`src/hdl/lsu_config.svh`:
```
`ifndef LSU_CONFIG_SVH
`define LSU_CONFIG_SVH

// core data bus width
`define LSU_DATA_W 32

// virtual and physical address width
`define LSU_ADDR_W 32

// one strobe bit per byte lane
`define LSU_STRB_W 4

`endif

```
`src/hdl/lsu_pkg.sv`:
```
`include "lsu_config.svh"

package lsu_pkg;

	// access size, low two bits of the type code
	localparam logic [1:0] SZ_WORD = 2'b00;
	localparam logic [1:0] SZ_HALF = 2'b01;
	localparam logic [1:0] SZ_BYTE = 2'b10;

	// bit 2 set means zero extension on loads
	typedef enum logic [2:0] {
		LW  = {1'b0, SZ_WORD},
		LH  = {1'b0, SZ_HALF},
		LB  = {1'b0, SZ_BYTE},
		LHU = {1'b1, SZ_HALF},
		LBU = {1'b1, SZ_BYTE}
	} mem_type_t;

	// stores share the signed load codes
	localparam mem_type_t SW = LW;
	localparam mem_type_t SH = LH;
	localparam mem_type_t SB = LB;

	typedef enum logic [2:0] {
		IDLE = 3'b001,
		ADDR = 3'b010,
		DATA = 3'b100
	} lsu_state_e;

	// one in-flight request
	typedef struct packed {
		logic                   valid;
		logic                   write;
		mem_type_t              mem_type;
		logic [`LSU_ADDR_W-1:0] vaddr;
		logic [`LSU_ADDR_W-1:0] paddr;
	} lsu_req_t;

endpackage

```
`src/hdl/lsu_req_pipe.sv`:
```
`timescale 1ns/1ps
`include "lsu_config.svh"

module lsu_req_pipe
	import lsu_pkg::*;
(
	input  logic                   clk,
	input  logic                   rst_n,

	input  logic                   req_valid_i,
	input  logic                   req_write_i,
	input  mem_type_t              req_type_i,
	input  logic [`LSU_ADDR_W-1:0] vaddr_i,
	input  logic [`LSU_ADDR_W-1:0] paddr_i,

	input  logic                   flush_m1_i,
	input  logic                   flush_m2_i,
	input  logic                   stall_i,
	input  logic                   busy_i,
	input  logic                   done_i,

	output lsu_req_t               m2_req_o,
	output logic [`LSU_ADDR_W-1:0] vaddr_o,
	output logic [`LSU_ADDR_W-1:0] paddr_o
);

	lsu_req_t m1_d;
	lsu_req_t m1_q;
	lsu_req_t m2_d;
	lsu_req_t m2_q;
	logic     flush;
	logic     advance;

	// paddr is not known yet in M1
	always_comb begin
		m1_d          = '0;
		m1_d.valid    = req_valid_i;
		m1_d.write    = req_write_i;
		m1_d.mem_type = req_type_i;
		m1_d.vaddr    = vaddr_i;
		m1_d.paddr    = vaddr_i;
	end

	// translated address joins at M2
	always_comb begin
		m2_d       = m1_q;
		m2_d.paddr = paddr_i;
	end

	assign flush   = flush_m1_i | flush_m2_i;
	assign advance = ~busy_i & ~stall_i;

	always_ff @(posedge clk) begin
		if (!rst_n) begin
			m1_q.valid <= 1'b0;
			m2_q.valid <= 1'b0;
		end else if (flush) begin
			m1_q.valid <= 1'b0;
			m2_q.valid <= 1'b0;
		end else if (done_i) begin
			// transfer finished, M1 keeps waiting
			m2_q.valid <= 1'b0;
		end else if (advance) begin
			m1_q <= m1_d;
			m2_q <= m2_d;
		end
	end

	assign m2_req_o = m2_q;
	assign vaddr_o  = m2_q.vaddr;
	assign paddr_o  = m2_q.paddr;

endmodule

```
`src/hdl/lsu_bus_fsm.sv`:
```
`timescale 1ns/1ps
`include "lsu_config.svh"

module lsu_bus_fsm
	import lsu_pkg::*;
(
	input  logic                   clk,
	input  logic                   rst_n,

	input  lsu_req_t               m2_req_i,
	input  logic                   flush_m2_i,

	input  logic                   bus_ready_i,
	input  logic                   bus_data_ok_i,
	output logic                   bus_valid_o,
	output logic                   bus_write_o,
	output logic [`LSU_ADDR_W-1:0] bus_addr_o,
	output logic                   bus_data_ok_o,

	output logic                   done_o,
	output logic                   busy_o
);

	lsu_state_e state_q;
	lsu_state_e state_d;

	always_comb begin
		state_d = state_q;
		case (state_q)
			IDLE: begin
				// a request flushed while still in M2 never reaches the bus
				if (m2_req_i.valid && !flush_m2_i) begin
					state_d = ADDR;
				end
			end
			ADDR: begin
				if (bus_ready_i) begin
					state_d = DATA;
				end
			end
			DATA: begin
				if (done_o) begin
					state_d = IDLE;
				end
			end
			default: begin
				state_d = IDLE;
			end
		endcase
	end

	always_ff @(posedge clk) begin
		if (!rst_n) begin
			state_q <= IDLE;
		end else begin
			state_q <= state_d;
		end
	end

	// address phase straight from the M2 record
	assign bus_valid_o   = (state_q == ADDR);
	assign bus_write_o   = m2_req_i.write;
	assign bus_addr_o    = m2_req_i.paddr;
	assign bus_data_ok_o = (state_q == DATA);

	assign done_o = bus_data_ok_o & bus_data_ok_i;
	assign busy_o = m2_req_i.valid | (state_q != IDLE);

endmodule

```
`src/hdl/lsu_lane_align.sv`:
```
`timescale 1ns/1ps
`include "lsu_config.svh"

module lsu_lane_align
	import lsu_pkg::*;
(
	input  logic                   clk,
	input  logic                   rst_n,

	input  lsu_req_t               m2_req_i,
	input  logic [`LSU_DATA_W-1:0] wdata_i,
	input  logic                   done_i,
	input  logic [`LSU_DATA_W-1:0] bus_rdata_i,

	output logic [`LSU_DATA_W-1:0] bus_wdata_o,
	output logic [`LSU_STRB_W-1:0] bus_strb_o,
	output logic [`LSU_DATA_W-1:0] rdata_o
);

	logic [1:0]             offset;
	logic                   zero_ext;
	logic [`LSU_DATA_W-1:0] byte_lane;
	logic [`LSU_DATA_W-1:0] half_lane;
	logic [`LSU_DATA_W-1:0] load_val;

	assign offset   = m2_req_i.paddr[1:0];
	assign zero_ext = m2_req_i.mem_type[2];

	// store data moved up to its byte lane
	assign bus_wdata_o = wdata_i << {offset, 3'b000};

	always_comb begin
		case (m2_req_i.mem_type[1:0])
			SZ_WORD: begin
				bus_strb_o = {`LSU_STRB_W{1'b1}};
			end
			SZ_HALF: begin
				// lanes 0-1 or 2-3 by address bit 1
				bus_strb_o = `LSU_STRB_W'(4'b0011) << {offset[1], 1'b0};
			end
			SZ_BYTE: begin
				bus_strb_o = `LSU_STRB_W'(4'b0001) << offset;
			end
			default: begin
				bus_strb_o = '0;
			end
		endcase
	end

	// load lane brought down to bit 0
	assign byte_lane = bus_rdata_i >> {offset, 3'b000};
	assign half_lane = bus_rdata_i >> {offset[1], 4'b0000};

	always_comb begin
		case (m2_req_i.mem_type[1:0])
			SZ_HALF: begin
				load_val = {{(`LSU_DATA_W-16){half_lane[15] & ~zero_ext}},
					half_lane[15:0]};
			end
			SZ_BYTE: begin
				load_val = {{(`LSU_DATA_W-8){byte_lane[7] & ~zero_ext}},
					byte_lane[7:0]};
			end
			default: begin
				load_val = bus_rdata_i;
			end
		endcase
	end

	// held until the next load completes
	always_ff @(posedge clk) begin
		if (!rst_n) begin
			rdata_o <= '0;
		end else if (done_i && !m2_req_i.write) begin
			rdata_o <= load_val;
		end
	end

endmodule

```
`src/hdl/lsu_top.sv`:
```
`timescale 1ns/1ps
`include "lsu_config.svh"

module lsu_top
	import lsu_pkg::*;
(
	input  logic                   clk,
	input  logic                   rst_n,

	// core side
	input  logic                   req_valid_i,
	input  logic                   req_write_i,
	input  mem_type_t              req_type_i,
	input  logic [`LSU_ADDR_W-1:0] vaddr_i,
	input  logic [`LSU_ADDR_W-1:0] paddr_i,
	input  logic [`LSU_DATA_W-1:0] wdata_i,
	input  logic                   flush_m1_i,
	input  logic                   flush_m2_i,
	input  logic                   stall_i,
	output logic                   busy_o,
	output logic [`LSU_DATA_W-1:0] rdata_o,
	output logic [`LSU_ADDR_W-1:0] vaddr_o,
	output logic [`LSU_ADDR_W-1:0] paddr_o,

	// bus side
	output logic                   bus_valid_o,
	output logic                   bus_write_o,
	output logic [`LSU_ADDR_W-1:0] bus_addr_o,
	output logic [`LSU_DATA_W-1:0] bus_wdata_o,
	output logic [`LSU_STRB_W-1:0] bus_strb_o,
	input  logic                   bus_ready_i,
	output logic                   bus_data_ok_o,
	input  logic                   bus_data_ok_i,
	input  logic [`LSU_DATA_W-1:0] bus_rdata_i
);

	lsu_req_t m2_req;
	logic     done;

	lsu_req_pipe lsu_req_pipe_i (
		.clk         (clk),
		.rst_n       (rst_n),
		.req_valid_i (req_valid_i),
		.req_write_i (req_write_i),
		.req_type_i  (req_type_i),
		.vaddr_i     (vaddr_i),
		.paddr_i     (paddr_i),
		.flush_m1_i  (flush_m1_i),
		.flush_m2_i  (flush_m2_i),
		.stall_i     (stall_i),
		.busy_i      (busy_o),
		.done_i      (done),
		.m2_req_o    (m2_req),
		.vaddr_o     (vaddr_o),
		.paddr_o     (paddr_o)
	);

	lsu_bus_fsm lsu_bus_fsm_i (
		.clk           (clk),
		.rst_n         (rst_n),
		.m2_req_i      (m2_req),
		.flush_m2_i    (flush_m2_i),
		.bus_ready_i   (bus_ready_i),
		.bus_data_ok_i (bus_data_ok_i),
		.bus_valid_o   (bus_valid_o),
		.bus_write_o   (bus_write_o),
		.bus_addr_o    (bus_addr_o),
		.bus_data_ok_o (bus_data_ok_o),
		.done_o        (done),
		.busy_o        (busy_o)
	);

	lsu_lane_align lsu_lane_align_i (
		.clk         (clk),
		.rst_n       (rst_n),
		.m2_req_i    (m2_req),
		.wdata_i     (wdata_i),
		.done_i      (done),
		.bus_rdata_i (bus_rdata_i),
		.bus_wdata_o (bus_wdata_o),
		.bus_strb_o  (bus_strb_o),
		.rdata_o     (rdata_o)
	);

endmodule

```
`config.mk`:
```
export PLATFORM = sky130hd
export DESIGN_NAME = lsu_top
export DESIGN_NICKNAME = d
export VERILOG_FILES = /design/src/hdl/lsu_pkg.sv /design/src/hdl/lsu_req_pipe.sv /design/src/hdl/lsu_bus_fsm.sv /design/src/hdl/lsu_lane_align.sv /design/src/hdl/lsu_top.sv
export VERILOG_INCLUDE_DIRS = /design/src /design/src/hdl
export SDC_FILE = /design/constraint.sdc
export NUM_CORES = 1
export LEC_CHECK = 0
export BUFFER_PORTS_ARGS = -buffer_cell sky130_fd_sc_hd__buf_2
export CAP_MARGIN = 20
export CORE_MARGIN = 1.5
export CORE_UTILIZATION = 45
export CTS_CLUSTER_SIZE = 8
export DETAILED_ROUTE_END_ITERATION = 7
export PLACE_DENSITY = 0.78
export SLEW_MARGIN = 15
export SYNTH_ARGS = -nofsm -noshare
export SYNTH_HDL_FRONTEND = slang
export SYNTH_SLANG_ARGS = --single-unit
```
`constraint.sdc`:
```
create_clock -name clk -period 7 [get_ports clk]
set_input_delay 0.7 -clock clk [delete_from_list [all_inputs] [get_ports clk]]
set_output_delay 0.7 -clock clk [all_outputs]
set_load 0.02 [all_outputs]
```
==> summary by stage <==
STA
The final number of setup-violating endpoints is 0. For the final database, setup skew stands at 0.00640 ns. Of the available clock period, the critical path in the final layout requires 0.434. The measured slew at the worst slew-check pin is 0.966 ns.

The minimum clock period is 3.04 ns. The count of final hold-check violations came to 0. Derived from the worst setup path, the maximum achievable clock frequency is 329 MHz. The total negative slack is 0 ns. The final number of max-transition violations is 0. In this run the tightest slew margin relative to its limit is 0.352. Hold is met by 0.415 ns.

Setup repair after global routing left no endpoint under its margin. The minimum setup slack in the final design is 3.96 ns.

Clock network
The clock transition at the registers of the reported paths is 0.05 ns. The H-tree was split into 4 levels. The setup fix buffers added after clock tree synthesis is 0. The clock network latency to the later pin of the worst-skew pair is 0.41 ns.

The number of gates resized after CTS was 0. The total of hold buffers inserted after clock tree synthesis is 0. The maximum root-to-sink buffer count is 2.

The clock tree from TritonCTS is done. The total clock sinks is 141. The cell chosen for the clock root is sky130_fd_sc_hd__clkbuf_16. The number of clock buffers added by TritonCTS is 17.

Yosys
The average instance in the mapped netlist occupies 11.8 um^2. Summed over all instances, the cell type with the most area after synthesis is sky130_fd_sc_hd__edfxtp_1. The Yosys step of the flow raised 0 warnings. The number of nets in the synthesized netlist is 686. The instance count of the mapped netlist is 541. After synthesis, the share of flip-flops with an asynchronous set or reset is 0.

The share of synthesized area in the top cell type comes to 0.490. The distinct cell type count of the synthesized netlist is 41. The share of the Yosys chip area taken by registers is 0.607. The number of flops mapped to enable cells by yosys is 104. The netlist area before placement is 6370 um^2.

The register bit count reported by yosys is 141. By area the synthesized netlist is led by sky130_fd_sc_hd__edfxtp_1 (49%), sky130_fd_sc_hd__dfxtp_1 (12%), sky130_fd_sc_hd__buf_4 (11%), sky130_fd_sc_hd__mux2i_1 (3.8%), sky130_fd_sc_hd__nor2_1 (3.2%). In the synthesized netlist the dominant register cell turns out to be sky130_fd_sc_hd__edfxtp_1.

Critical path
By startpoint and endpoint, the worst setup path is classified as flop to output pin. Of all nets on the critical path, the largest fanout is 8. Across all register-to-register paths, the minimum setup slack is 4.11 ns. On the critical path the largest part of the delay comes from simple AND/OR/NAND/NOR gates. For the worst setup path, the data arrival time is 2.34 ns.

Counting both buffers and inverters, the worst setup path holds a total of 2. The category of the worst setup path capture point is an output pin. The required time of the critical path is 6.30 ns. The highest-delay cell along the critical path is sky130_fd_sc_hd__nor2b_1.

The type of element launching the critical path is a flop. The delay contributed by the slowest stage of the critical path is 0.49 ns. Traced cell by cell, the critical path runs through inv_1, ha_1, nor2b_1, or2_2, a21oi_1, nor2_1, buf_2.

Layout
The final net count is 891. The synthesis-to-finish area growth is 24.2%. The final antenna diode count is 0. Of the cells placed in the final design, the portion with a size suffix greater than 1 is 0.456.

Detailed routing
For this run, design rule violations remaining after detail routing come to 0. The routed via count is 4633. The vias per cell is 4.94. In this run, the number of DRC markers left after iteration 0 of detailed routing was 359. In this run the remaining antenna-violating nets after routing total 0.

In the final routed layout, each cell accounts on average for 15.5 um. The detailed-routing iteration count for the pre-antenna-repair pass is 5. The routed design has 14.5 mm of wire.

Power and ir drop
The largest vdd supply drop is 0.203 mV. The cell area power density is 245 nW/um^2. In this run the static leakage power is 0.00340 uW.

Placement
At the placement stage, the worst setup path has a slack of 3.79 ns. The number of port buffers is 307. The detailed placement HPWL is 10.7 mm. The final RePlAce weighted congestion is 0.921.

Floorplan
The core region is 13800 um^2. Pin placement for this block handled 308 I/O pins. The row count is 43. The die width is 122 um. The area of the die is 14900 um^2. The initial utilization of the core area, before any placement, comes to 0.461. The height of the die is 122 um.

GRT
The first global-routing pass estimated 21.5 mm of wire. The maximum number of pins on one net before global-route repair is 98. The initial antenna violation count is 0. The combined global-route utilization of all metal layers is 0.190. Summed over all layers, the global routing overflow is 0. The via count of the first global-routing pass is 4216.

Run status
The flow ran to the end, and the final reports show no timing, DRC or antenna violations.

Min path
The path category of the worst min-delay check is flop to flop.

Run
Across the run, the number of max-cap violations was 0.
==> cell type report <==
class	instances	area, um^2
clock buffer	18	429
fill	1192	5910
inverter	5	18.8
sequential	141	3860
clock inverter	13	149
multi-input combinational	270	1660
timing repair buffer	311	1570
tap	180	225
==> cells in the mapped netlist (8+ instances only) <==
cell type,instances
sky130_fd_sc_hd__edfxtp_1,104
sky130_fd_sc_hd__buf_4,96
sky130_fd_sc_hd__nor2_1,54
sky130_fd_sc_hd__dfxtp_1,37
sky130_fd_sc_hd__a31oi_1,28
sky130_fd_sc_hd__o21ai_0,26
sky130_fd_sc_hd__mux2i_1,24
sky130_fd_sc_hd__clkbuf_1,23
sky130_fd_sc_hd__nand2_1,20
sky130_fd_sc_hd__a211oi_1,15
sky130_fd_sc_hd__nor2b_1,14
sky130_fd_sc_hd__a21oi_1,13
sky130_fd_sc_hd__nor3_1,13
sky130_fd_sc_hd__nor4_1,10
sky130_fd_sc_hd__and2_1,8
==> per-stage QoR <==
stage	cells	util	total power [uW]	instance area, um^2
floorplan	541	-	1020	6370
global placement	907	0.530	1080	7330
detailed placement	907	0.530	1080	7330
CTS	938	0.572	1960	7910
global route	938	0.572	2000	7910
finish	938	0.572	1940	7910
==> per-layer routing <==
metal / part of all wire / vias up / track usage
li1: - / 2270 / -
met4: 0.019 / 0 / 0.0787
met1: 0.41 / 2157 / 0.236
met5: 0 / - / 0
met2: 0.50 / 186 / 0.312
met3: 0.064 / 20 / 0.0543
==> power breakdown <==
part           switching, uW  total [uW]  internal (uW)
registers               6.10         918            912
clock network            323         877            553
logic                   86.4         148           61.1
total                    416        1940           1530
==> flip-flops by register name, summed over array words and instances, names as in the netlist <==
name and cells:
lsu_lane_align_i.rdata_o 32, lsu_req_pipe_i.paddr_o 32, lsu_bus_fsm_i.state_q 3, lsu_req_pipe_i.m1_q 37, lsu_req_pipe_i.vaddr_o 32, lsu_req_pipe_i.m2_req_o 5
==> logic make-up after synthesis <==
family	count (synthesis)	synth area share
compound gates	98	0.0976
buf+inv	130	0.135
simple gates	142	0.110
flops	141	0.607
mux	25	0.0412
fa+ha+maj	5	0.00982
==> layout by cell type, fill, tap and decap left out, types with 3 or more instances in the layout <==
master | synthesis | routed
sky130_fd_sc_hd__a21oi_1 | 13 | 13
sky130_fd_sc_hd__nor2b_1 | 14 | 13
sky130_fd_sc_hd__nor3b_1 | 7 | 7
sky130_fd_sc_hd__buf_4 | 96 | 3
sky130_fd_sc_hd__nor2_1 | 54 | 53
sky130_fd_sc_hd__edfxtp_1 | 104 | 104
sky130_fd_sc_hd__a211oi_1 | 15 | 15
sky130_fd_sc_hd__bufinv_16 | 0 | 3
sky130_fd_sc_hd__clkinv_2 | 0 | 3
sky130_fd_sc_hd__dfxtp_1 | 37 | 37
sky130_fd_sc_hd__nand3_1 | 5 | 5
sky130_fd_sc_hd__nand2_1 | 20 | 20
sky130_fd_sc_hd__nor3_1 | 13 | 13
sky130_fd_sc_hd__a31oi_1 | 28 | 28
sky130_fd_sc_hd__mux2i_1 | 24 | 24
sky130_fd_sc_hd__buf_2 | 3 | 307
sky130_fd_sc_hd__clkinv_1 | 1 | 4
sky130_fd_sc_hd__o21ai_0 | 26 | 26
sky130_fd_sc_hd__inv_1 | 4 | 4
sky130_fd_sc_hd__o211ai_1 | 7 | 7
sky130_fd_sc_hd__and2_1 | 8 | 8
sky130_fd_sc_hd__nand2b_1 | 4 | 4
sky130_fd_sc_hd__nor4_1 | 10 | 10
sky130_fd_sc_hd__clkbuf_16 | 0 | 17
sky130_fd_sc_hd__ha_1 | 5 | 5
==> worst paths after layout <==
check	from	end	depth (start not counted)
setup / recovery	lsu_req_pipe_i.m2_req_o[64]	bus_strb_o[2]	7
hold / removal	lsu_req_pipe_i.m1_q[43]	lsu_req_pipe_i.vaddr_o[11]	0
setup reg to reg	lsu_req_pipe_i.m2_req_o[65]	lsu_lane_align_i.rdata_o[23]	6
hold reg to reg	lsu_req_pipe_i.m1_q[43]	lsu_req_pipe_i.vaddr_o[11]	0
No activity file was read; power rests on OpenSTA's default activity.
